**config.mk**
```make
export PLATFORM = sky130hd
export DESIGN_NAME = io_regs
export DESIGN_NICKNAME = d
export VERILOG_FILES = /design/src/mem_pkg.sv /design/src/io_regs.sv
export SDC_FILE = /design/constraint.sdc
export NUM_CORES = 1
export LEC_CHECK = 0
export BUFFER_PORTS_ARGS = -buffer_cell sky130_fd_sc_hd__buf_2
export CAP_MARGIN = 20
export CORE_UTILIZATION = 45
export DETAILED_ROUTE_END_ITERATION = 10
export GPL_TIMING_DRIVEN = 0
export PLACE_DENSITY = 0.83
export SLEW_MARGIN = 20
export SYNTH_ARGS = -nofsm -noshare
export SYNTH_HDL_FRONTEND = slang
export SYNTH_SLANG_ARGS = --single-unit
```
**constraint.sdc**
```tcl
create_clock -name i_clk -period 1.7 [get_ports i_clk]
set_input_delay 0.425 -clock i_clk [delete_from_list [all_inputs] [get_ports i_clk]]
set_output_delay 0.425 -clock i_clk [all_outputs]
set_load 0.1 [all_outputs]
```
**src/mem_pkg.sv**
```systemverilog
`default_nettype none

package mem_pkg;

  // Address map
  localparam logic [31:0] BOOT_BASE = 32'h0000_0000;
  localparam int          BOOT_AW   = 12;
  localparam logic [31:0] VID_BASE  = 32'h0001_0000;
  localparam int          VID_AW    = 14;
  localparam logic [31:0] HEX_BASE  = 32'h0002_0000;
  localparam logic [31:0] GPIO_BASE = 32'h0002_1000;

  // Offset width inside each I/O block
  localparam int          IO_AW     = 2;

  // Access size, value is byte count minus one
  typedef enum logic [1:0] {
    SZ_BYTE = 2'd0,
    SZ_HALF = 2'd1,
    SZ_WORD = 2'd3
  } size_e;

  // Data word, whole or per byte lane
  typedef union packed {
    logic [31:0]     word;
    logic [3:0][7:0] lane;
  } mem_word_u;

  // Request from the processor side
  typedef struct packed {
    logic [31:0] addr;
    mem_word_u   wdata;
    size_e       size;
    logic        write;
  } mem_req_t;

  // Response, read data zero-extended
  typedef struct packed {
    mem_word_u rdata;
  } mem_rsp_t;

  // One byte access on the internal bus
  typedef struct packed {
    logic [31:0] addr;
    logic [7:0]  wdata;
    logic        write;
  } byte_req_t;

  // Target answer, ack one clock after strobe
  typedef struct packed {
    logic       ack;
    logic [7:0] rdata;
  } byte_rsp_t;

endpackage

`default_nettype wire

```
**src/io_regs.sv**
```systemverilog
`timescale 1ns/100ps
`default_nettype none

module io_regs (
  input  wire logic               i_clk,
  input  wire logic               i_rst,
  input  wire logic               i_hex_sel,
  input  wire logic               i_gpio_sel,
  input  wire mem_pkg::byte_req_t i_req,
  output mem_pkg::byte_rsp_t      o_rsp,
  input  wire logic [7:0]         i_gpio_data,
  input  wire logic [7:0]         i_gpio_ctrl,
  output logic [31:0]             o_hex,
  output logic [3:0]              o_gpio_ctrl
);

  import mem_pkg::*;

  logic [3:0][7:0]   hex_q;
  logic [3:0]        ctrl_q;
  logic [7:0]        rdata_q;
  logic              ack_q;
  logic [IO_AW-1:0]  off;

  assign off = i_req.addr[IO_AW-1:0];

  // Writable registers
  always_ff @(posedge i_clk) begin
    if (i_rst) begin
      hex_q  <= '0;
      ctrl_q <= '0;
      ack_q  <= 1'b0;
    end else begin
      ack_q <= i_hex_sel | i_gpio_sel;
      if (i_hex_sel && i_req.write)
        hex_q[off] <= i_req.wdata;
      // Only offset 2 is writable in the GPIO block
      if (i_gpio_sel && i_req.write && off == 2'd2)
        ctrl_q <= i_req.wdata[3:0];
    end
  end

  // Read byte, GPIO inputs sampled at the strobe
  always_ff @(posedge i_clk) begin
    if (i_hex_sel) begin
      rdata_q <= hex_q[off];
    end else if (i_gpio_sel) begin
      case (off)
        2'd0:    rdata_q <= i_gpio_data;
        2'd1:    rdata_q <= i_gpio_ctrl;
        2'd2:    rdata_q <= {4'h0, ctrl_q};
        default: rdata_q <= 8'h00;
      endcase
    end
  end

  assign o_rsp       = '{ack: ack_q, rdata: rdata_q};
  assign o_hex       = hex_q;
  assign o_gpio_ctrl = ctrl_q;

endmodule

`default_nettype wire

```
==> key figures, run 1 <==
CTS
  – Postcts setup bufs: 0
  – Clock-pin slew on the worst setup and hold paths: about 0.090 ns
  – Clk root buf: clkbuf_8
  – CTS tree: done
  – Worst-skew pair later-pin latency: 0.30 ns
  – H-tree depth: 2
  – Worst-case clock buffer depth: 2
  – Post_cts resized: 0
  – Hold_buf cts: 0
  – Inserted Clock Buffers: 5
  – Clock Sinks: 45

Die
  – Die ar.: 4940 µm²
  – Initial core utilization: 47.5%
  – Die Y-Extent: ~70 µm
  – Cell row count: 24
  – # IOs: approximately 110
  – Core area: 4410 µm²
  – Die extent in x: around 70 µm

Critical path
  – Worst endpoint data arrival time: between 1 and 1.5 ns
  – Critical Path RT: 1.27 ns
  – WP depth: 1
  – Crit. Startpoint: o_gpio_ctrl[3]
  – R2R Path Start: o_gpio_ctrl[3]
  – Critical path endpoint category: output port
  – Buffers and inverters on the worst path: 1
  – Slowest CP cell: buf_2
  – Worst reg2reg setup slack: 0.71 ns
  – CP Launch Type: register
  – Delay-heaviest family, CP: buffers and inverters
  – Critical path class: reg2out
  – CP Max Fanout: 3
  – R2R depth: 2
  – CP Capture Point: o_gpio_ctrl[3]
  – Reg-to-reg endpoint: rdata_q[3]
  – Slowest cell delay on critical path: 0.45 ns
  – Worst-path cell chain: buf_2

Finish
  – Commonest cells after routing, fill and taps aside: buf_2, nand2_1, dfxtp_1
  – Area of the multi-input gates: 1000 µm²
  – Reg area: 981 µm²
  – Fin util: around three fifths
  – Post-layout nets: 354
  – Most common cell after layout, fill and taps aside: buf_2
  – N_diodes: 0
  – Syn-to-layout area delta: 24.6%
  – Layout cells sized above 1: 36.1%
  – FILL cells: 395

Yosys
  – Synth cell types: 27
  – Synth warn: 0
  – Syn_area_per_cell: between 9 and 10 µm²
  – Seq/Total Area, Yosys: 46.8%
  – Yosys top cell area share: 35.3%
  – Post-Syn Instances: 213
  – Area leader, netlist: dfxtp_1
  – Post-synthesis cell area: 2100 µm²
  – Syn_nets: 274
  – #FFs+latches synth: 45
  – Top area cells in the synthesized netlist: dfxtp_1, mux2i_1, edfxtp_1, nand2_1, a21oi_1

Flow run
  – # Max-Cap Violations: 0

Placed design
  – IO Port Bufs: 73
  – GP Congestion: 0.879
  – Hpwl dp: 3970 µm

Timing
  – Fmax: 640 MHz
  – RSZ-0062 raised after global routing: no
  – Max-slew headroom: 67.1%
  – Pins Over Slew Limit: 0
  – Period utilization: 91.9%
  – Final setup fails: 0
  – Slew @ Worst Pin: roughly 0.49 ns
  – Final hold violation count: 0
  – Skew final: 0.00608 ns
  – Hold Slack: 0.386 ns
  – Final worst path period need: 1.56 ns

Routing
  – Routed Antenna Nets: 0
  – Wire per inst: 15.5 µm
  – DR pass1 iterations: 4
  – Initial drt markers: 172
  – WL final: ~5400 µm
  – Residual DRC count: 0
  – Routed via count: around 1900
  – Routed vias/inst: 5.43

Status
  – Status: completed

GRT
  – Total track usage: 22.6%
  – Antenna violations before repair: 0
  – GR Overflow Total: 0
  – Global-route wire length before repair: 8420 µm
  – Vias in the first global route: around 1700
  – Largest net degree at the start of global routing: 15

Power
  – Design Power: 2.33 mW
  – Leak pwr: 1.21 nW
  – Power Density: 893 nW/µm²
  – IR drop worst, VDD: approximately 0.0005 V

Min path
  – Hold Path Class: in2reg
[layer usage]
layer,track usage (%),wire length (µm),up-vias
met5,0,0,-
met4,8.00,101,0
met3,5.92,360,12
met2,35.1,2610,65
met1,30.3,2290,890
li1,-,-,913
[power by group]
part / total [mW] / internal, mW / switching, mW
Sequential: 1.14 / 1.12 / 0.0169
Clock: 0.657 / 0.285 / 0.372
Combinational: 0.535 / 0.127 / 0.408
[worst min path at each step]
stage / cells past startpoint / end / start
6_report: 3 / o_hex[31] / i_req[8]
3_5_place_dp: 2 / o_hex[31] / o_hex[31]
5_1_grt: 3 / o_hex[23] / i_req[8]
3_3_place_gp: 2 / o_hex[25] / o_hex[25]
4_1_cts: 3 / o_hex[31] / i_req[8]
2_1_floorplan: 2 / o_hex[16] / i_req[1]
[flip-flops by register name, summed over array words and instances, names as in the netlist]
| name | flops |
|---|---|
| o_hex | 32 |
| rdata_q | 8 |
| ack_q | 1 |
| o_gpio_ctrl | 4 |
[final cells by class]
class / count / area share (%)
Sequential cell: 45 / 37.5
Clock inverter: 3 / 0.623
Timing Repair Buffer: 73 / 14.0
Multi-Input combinational cell: 151 / 38.4
Inverter: 1 / 0.144
Buffer: 16 / 4.17
Tap cell: 52 / 2.49
Clock buffer: 5 / 2.63
[logic make-up (layout without fill, tap and decap cells)]
| kind of cell | count (synthesis) | after routing | share of synthesized area, % |
|---|---|---|---|
| simple gates | 79 | 79 | 19.7 |
| flops | 45 | 45 | 46.8 |
| compound gates | 36 | 36 | 10.7 |
| mux | 36 | 36 | 17.4 |
| buf+inv | 17 | 98 | 5.37 |
[per-stage QoR]
stage | setup WS [ns] | TNS (ns) | instance area (µm²) | cells
3_3_place_gp | -0.00434 | -0.00434 | 2530 | 338
3_5_place_dp | -0.0181 | -0.0534 | 2530 | 338
2_1_floorplan | 0.129 | 0 | 2100 | 213
4_1_cts | 0.133 | 0 | 2610 | 346
5_1_grt | 0.114 | 0 | 2610 | 346
6_report | 0.137 | 0 | 2610 | 346
[synthesized netlist by cell type]
cell,instances
buf_6,2
nand2_1,50
nand4_2,1
buf_2,5
nor2_1,12
and2_1,1
nand4b_4,2
a221oi_1,8
buf_12,1
mux2i_1,32
buf_1,1
buf_4,3
nand4b_2,1
edfxtp_1,8
or2_2,1
inv_1,1
and4bb_2,1
o221ai_1,4
a21oi_1,24
mux2_2,4
clkbuf_1,4
nor2b_1,2
and4b_2,2
and4_2,1
or3_1,4
dfxtp_1,37
and2b_4,1
No activity file was read; power rests on OpenSTA's default activity.
==> run 2, diff against run 1 <==
- RECOVER_POWER: not set -> 100
==> run 2 against run 1 <==
Effect of this change: sequential share of layout area is 0.072 points higher; fmax down 2.1%; cell area shrank 0.19%.
==> key figures, run 2 (synthesis gave the netlist of run 1 again) <==
Critical path
  – Critical Path RT: 1.27 ns (about the same)
  – Worst endpoint data arrival time: 1.17 ns (+0.03 ns)
  – Worst-path cell chain: clkbuf_2
  – CP Max Fanout: 3 (unchanged)
  – Critical path endpoint category: output port
  – Buffers and inverters on the worst path: 1 (unchanged)
  – Slowest CP cell: clkbuf_2
  – Delay-heaviest family, CP: buffers and inverters
  – Critical path class: reg2out
  – CP Launch Type: register
  – Slowest cell delay on critical path: 0.48 ns (+0.03 ns)

Routing
  – Initial drt markers: 150 (-13%)
  – WL final: 5340 µm (-0.58%)
  – Routed vias/inst: 5.43 (about the same)
  – Residual DRC count: 0 (unchanged)
  – Routed Antenna Nets: 0 (unchanged)
  – Routed via count: 1879 (-0.053%)
  – Wire per inst: 15.4 µm (-0.58%)
  – DR pass1 iterations: 4 (unchanged)

Finish
  – Final instance area: 2610 µm² (-0.19%)
  – Largest register FFs: 32 (unchanged)
  – Post-route insts no fill: 346 (unchanged)
  – N_diodes: 0 (unchanged)
  – Post-layout nets: 354 (unchanged)
  – FILL cells: 397 (+0.51%)
  – Syn-to-layout area delta: 24.3%
  – Layout cells sized above 1: 35.0% (-1.0 points)
  – Fin util: 59.1% (-0.11 points)
  – Most common cell after layout, fill and taps aside: nand2_1
  – Commonest cells after routing, fill and taps aside: nand2_1, clkbuf_2, dfxtp_1

GRT
  – Global-route wire length before repair: 8420 µm (unchanged)
  – Vias in the first global route: 1667 (unchanged)
  – GR Overflow Total: 0 (unchanged)
  – Antenna violations before repair: 0 (unchanged)
  – Total track usage: 22.6% (unchanged)
  – Largest net degree at the start of global routing: 15 (unchanged)

Die
  – Cell row count: 24 (unchanged)
  – Die extent in x: 70.3 µm (unchanged)
  – Core area: 4410 µm² (unchanged)
  – Die Y-Extent: 70.3 µm (unchanged)
  – Initial core utilization: 47.5% (unchanged)
  – Die ar.: 4940 µm² (unchanged)
  – # IOs: 106 (unchanged)

CTS
  – Inserted Clock Buffers: 5 (unchanged)
  – CTS tree: done
  – Postcts setup bufs: 0 (unchanged)
  – H-tree depth: 2 (unchanged)
  – Clk root buf: clkbuf_8
  – Post_cts resized: 0 (unchanged)
  – Clock Sinks: 45 (unchanged)
  – Worst-skew pair later-pin latency: 0.31 ns (about the same)
  – Worst-case clock buffer depth: 2 (unchanged)
  – Clock-pin slew on the worst setup and hold paths: 0.09 ns (about the same)
  – Hold_buf cts: 0 (unchanged)

Placed design
  – Hpwl dp: 3970 µm (unchanged)
  – IO Port Bufs: 73 (unchanged)
  – Placement Cell Area: 2530 µm² (unchanged)
  – # placed instances: 338 (unchanged)
  – GP Congestion: 0.879 (unchanged)

Timing
  – Slew @ Worst Pin: 0.582 ns (+0.0892 ns)
  – RSZ-0062 raised after global routing: no
  – Final hold violation count: 0 (unchanged)
  – Max-slew headroom: 61.2% (-5.9 points)
  – Pins Over Slew Limit: 0 (unchanged)
  – Final worst path period need: 1.60 ns (+0.0341 ns)
  – Skew final: 0.00801 ns (+0.00193 ns)
  – Final setup fails: 0 (unchanged)
  – Period utilization: 93.9% (+2.0 points)
  – Fmax: 626 MHz (-2.1%)

Flow run
  – # Max-Cap Violations: 0 (unchanged)

Power
  – IR drop worst, VDD: 0.000506 V (+1.1%)
  – Leak pwr: 1.17 nW (-3.3%)
  – Power Density: 894 nW/µm² (+0.17%)

Min path
  – Hold Path Class: in2reg

Status
  – Status: completed
## run 2: changes by cell type in the layout (fill, tap and decap cells not counted)
| cell | change |
|---|---|
| buf_1 | -1 |
| buf_2 | -48 |
| buf_4 | -1 |
| clkbuf_1 | +3 |
| clkbuf_2 | +47 |
| or2_0 | +1 |
| or2_2 | -1 |
## run 2: final cells by class
cell class / count / area (µm²) / share of cell area [%]
well taps: 52 / 65.1 / 2.50
flip-flops and latches: 45 / 981 / 37.6
repair buffers: 73 / 364 / 14.0
clock buffers: 5 / 68.8 / 2.64
multi-input cells: 151 / 1000 / 38.5
inverters: 1 / 3.75 / 0.144
clock inverters: 3 / 16.3 / 0.624
plain buffers: 16 / 105 / 4.03
## run 2: where the power goes
part,internal [mW],switching (mW)
Clock,0.285,0.373
Combinational,0.124,0.407
Sequential,1.12,0.0183
## run 2: worst paths after layout
check	to	start	cells after the start	slack [ns]
worst max-delay path	o_hex[16]	o_hex[16]	1	0.10
worst min-delay path	o_hex[23]	i_req[8]	3	0.38
worst max register to register	rdata_q[7]	o_hex[15]	2	0.70
worst min register to register	o_hex[14]	o_hex[14]	2	0.48
## run 2: metrics by stage
step / setup slack [ns] / setup TNS, ns / hold slack, ns / power [mW]
2_1_floorplan: 0.129 / 0 / 0.561 / 1.59
3_3_place_gp: -0.00434 / -0.00434 / 0.456 / 1.69
3_5_place_dp: -0.0181 / -0.0534 / 0.462 / 1.70
4_1_cts: 0.133 / 0 / 0.372 / 2.35
5_1_grt: 0.0642 / 0 / 0.388 / 2.42
6_report: 0.103 / 0 / 0.385 / 2.33
## run 2: layer usage
metal	up-vias	global-route usage, %	share of wire (%)
met2	76	35.1	49
li1	913	-	-
met5	-	0	0
met3	11	5.92	6.9
met4	0	8.00	2.0
met1	879	30.3	42
==> run 3, diff against run 2 <==
- CORE_ASPECT_RATIO: not set -> 1.75
==> run 3 against run 2 <==
Effect of this change: routed wire length up 3.9%; worst setup slack worse by 0.0048 ns; via count up 2.3%; critical endpoint is now o_hex[28]; largest power group unchanged; highest routed layer unchanged.
==> key figures, run 3 (synthesis gave the netlist of run 1 again) <==
Finish
  – Fin util: 58.4% (-0.68 points)
  – Most common cell after layout, fill and taps aside: nand2_1
  – Syn-to-layout area delta: 23.7%
  – Area of the multi-input gates: 1000 µm² (unchanged)
  – Post-route insts no fill: 344 (-0.58%)
  – Largest register FFs: 32 (unchanged)
  – Post-layout nets: 354 (unchanged)
  – Final instance area: 2590 µm² (-0.48%)
  – FILL cells: 415 (+4.5%)
  – Layout cells sized above 1: 34.5% (-0.56 points)
  – N_diodes: 0 (unchanged)
  – Commonest cells after routing, fill and taps aside: nand2_1, clkbuf_2, dfxtp_1
  – Reg area: 981 µm² (unchanged)

Timing
  – Slew @ Worst Pin: 0.583 ns (+0.000392 ns)
  – Hold Slack: 0.385 ns (+0.000260 ns)
  – Skew final: 0.0139 ns (+0.00593 ns)
  – Final setup fails: 0 (unchanged)
  – Fmax: 624 MHz (-0.30%)
  – Setup Total Neg Slack: 0 ns (unchanged)
  – RSZ-0062 raised after global routing: no
  – Pins Over Slew Limit: 0 (unchanged)
  – Period utilization: 94.2% (+0.28 points)
  – Max-slew headroom: 61.2% (about the same)
  – Final hold violation count: 0 (unchanged)
  – Final worst path period need: 1.60 ns (+0.00478 ns)

Die
  – Die extent in x: 53.6 µm (-24%)
  – Die ar.: 4950 µm² (+0.22%)
  – Initial core utilization: 47.2% (-0.32 points)
  – Core area: 4440 µm² (+0.68%)
  – Cell row count: 32 (+33%)
  – Die Y-Extent: 92.3 µm (+31%)
  – # IOs: 106 (unchanged)

Power
  – IR drop worst, VDD: 0.000848 V (+68%)
  – Leak pwr: 1.16 nW (-0.86%)
  – Power Density: 889 nW/µm² (-0.61%)

GRT
  – GR Overflow Total: 0 (unchanged)
  – Vias in the first global route: 1842 (+10%)
  – Total track usage: 24.1% (+1.5 points)
  – Largest net degree at the start of global routing: 14 (-1)
  – Antenna violations before repair: 0 (unchanged)
  – Global-route wire length before repair: 8590 µm (+2.0%)

Critical path
  – Critical path endpoint category: output port
  – Delay-heaviest family, CP: buffers and inverters
  – CP Max Fanout: 3 (unchanged)
  – Slowest cell delay on critical path: 0.48 ns (about the same)
  – Worst-path cell chain: clkbuf_2
  – Slowest CP cell: clkbuf_2
  – WP depth: 1 (unchanged)
  – Buffers and inverters on the worst path: 1 (unchanged)
  – Worst endpoint data arrival time: 1.18 ns (about the same)
  – Critical Path RT: 1.27 ns (about the same)
  – Critical path class: reg2out
  – R2R depth: 2 (unchanged)
  – CP Launch Type: register

Placed design
  – Hpwl dp: 4200 µm (+5.7%)
  – Placement Cell Area: 2530 µm² (about the same)
  – IO Port Bufs: 73 (unchanged)
  – GP Congestion: 0.930 (+5.8%)
  – # placed instances: 337 (-0.30%)

CTS
  – CTS tree: done
  – Inserted Clock Buffers: 5 (unchanged)
  – Postcts setup bufs: 0 (unchanged)
  – Worst-case clock buffer depth: 2 (unchanged)
  – Hold_buf cts: 0 (unchanged)
  – Clock Sinks: 45 (unchanged)
  – Worst-skew pair later-pin latency: 0.30 ns (about the same)
  – Post_cts resized: 0 (unchanged)
  – Clk root buf: clkbuf_8
  – H-tree depth: 2 (unchanged)
  – Clock-pin slew on the worst setup and hold paths: 0.09 ns (about the same)

Routing
  – Routed vias/inst: 5.59 (+2.9%)
  – Initial drt markers: 60 (-60%)
  – Routed via count: 1923 (+2.3%)
  – Wire per inst: 16.1 µm (+4.5%)
  – Residual DRC count: 0 (unchanged)
  – Routed Antenna Nets: 0 (unchanged)
  – DR pass1 iterations: 4 (unchanged)
  – WL final: 5540 µm (+3.9%)

Min path
  – Hold Path Class: in2reg
  – Hold path cells: 3 (unchanged)

Status
  – Status: completed

Flow run
  – # Max-Cap Violations: 0 (unchanged)
run 3: area by class of cell:
type,count,area share [%]
multi-input cells,151,38.7
flip-flops and latches,45,37.8
repair buffers,73,14.1
plain buffers,16,3.86
clock buffers,6,2.80
well taps,51,2.46
clock inverters,1,0.193
inverters,1,0.145
run 3: path summary, 6_finish.rpt:
path | slack [ns] | end | start
setup / recovery | 0.1 | o_hex[28] | o_hex[28]
hold / removal | 0.39 | o_hex[22] | i_req[7]
setup reg to reg | 0.66 | rdata_q[1] | o_hex[9]
hold reg to reg | 0.48 | o_hex[29] | o_hex[29]
run 3: routing by layer:
layer	part of all wire, %	track usage [%]	up-vias	routed length, µm
met1	37	26.5	917	2070
li1	-	-	916	-
met5	0	0	-	0
met2	54	41.7	74	3000
met4	2.9	12.3	0	162
met3	5.6	4.60	16	311
run 3: per-stage QoR:
stage | total power [mW] | setup WS (ns)
6_report | 2.31 | 0.0985
3_5_place_dp | 1.70 | -0.0516
2_1_floorplan | 1.59 | 0.129
3_3_place_gp | 1.69 | -0.00269
5_1_grt | 2.37 | 0.0650
4_1_cts | 2.31 | 0.152
run 3: where the power goes:
part | switching, mW | internal [mW]
Sequential | 0.0192 | 1.12
Combinational | 0.411 | 0.123
Clock | 0.350 | 0.280
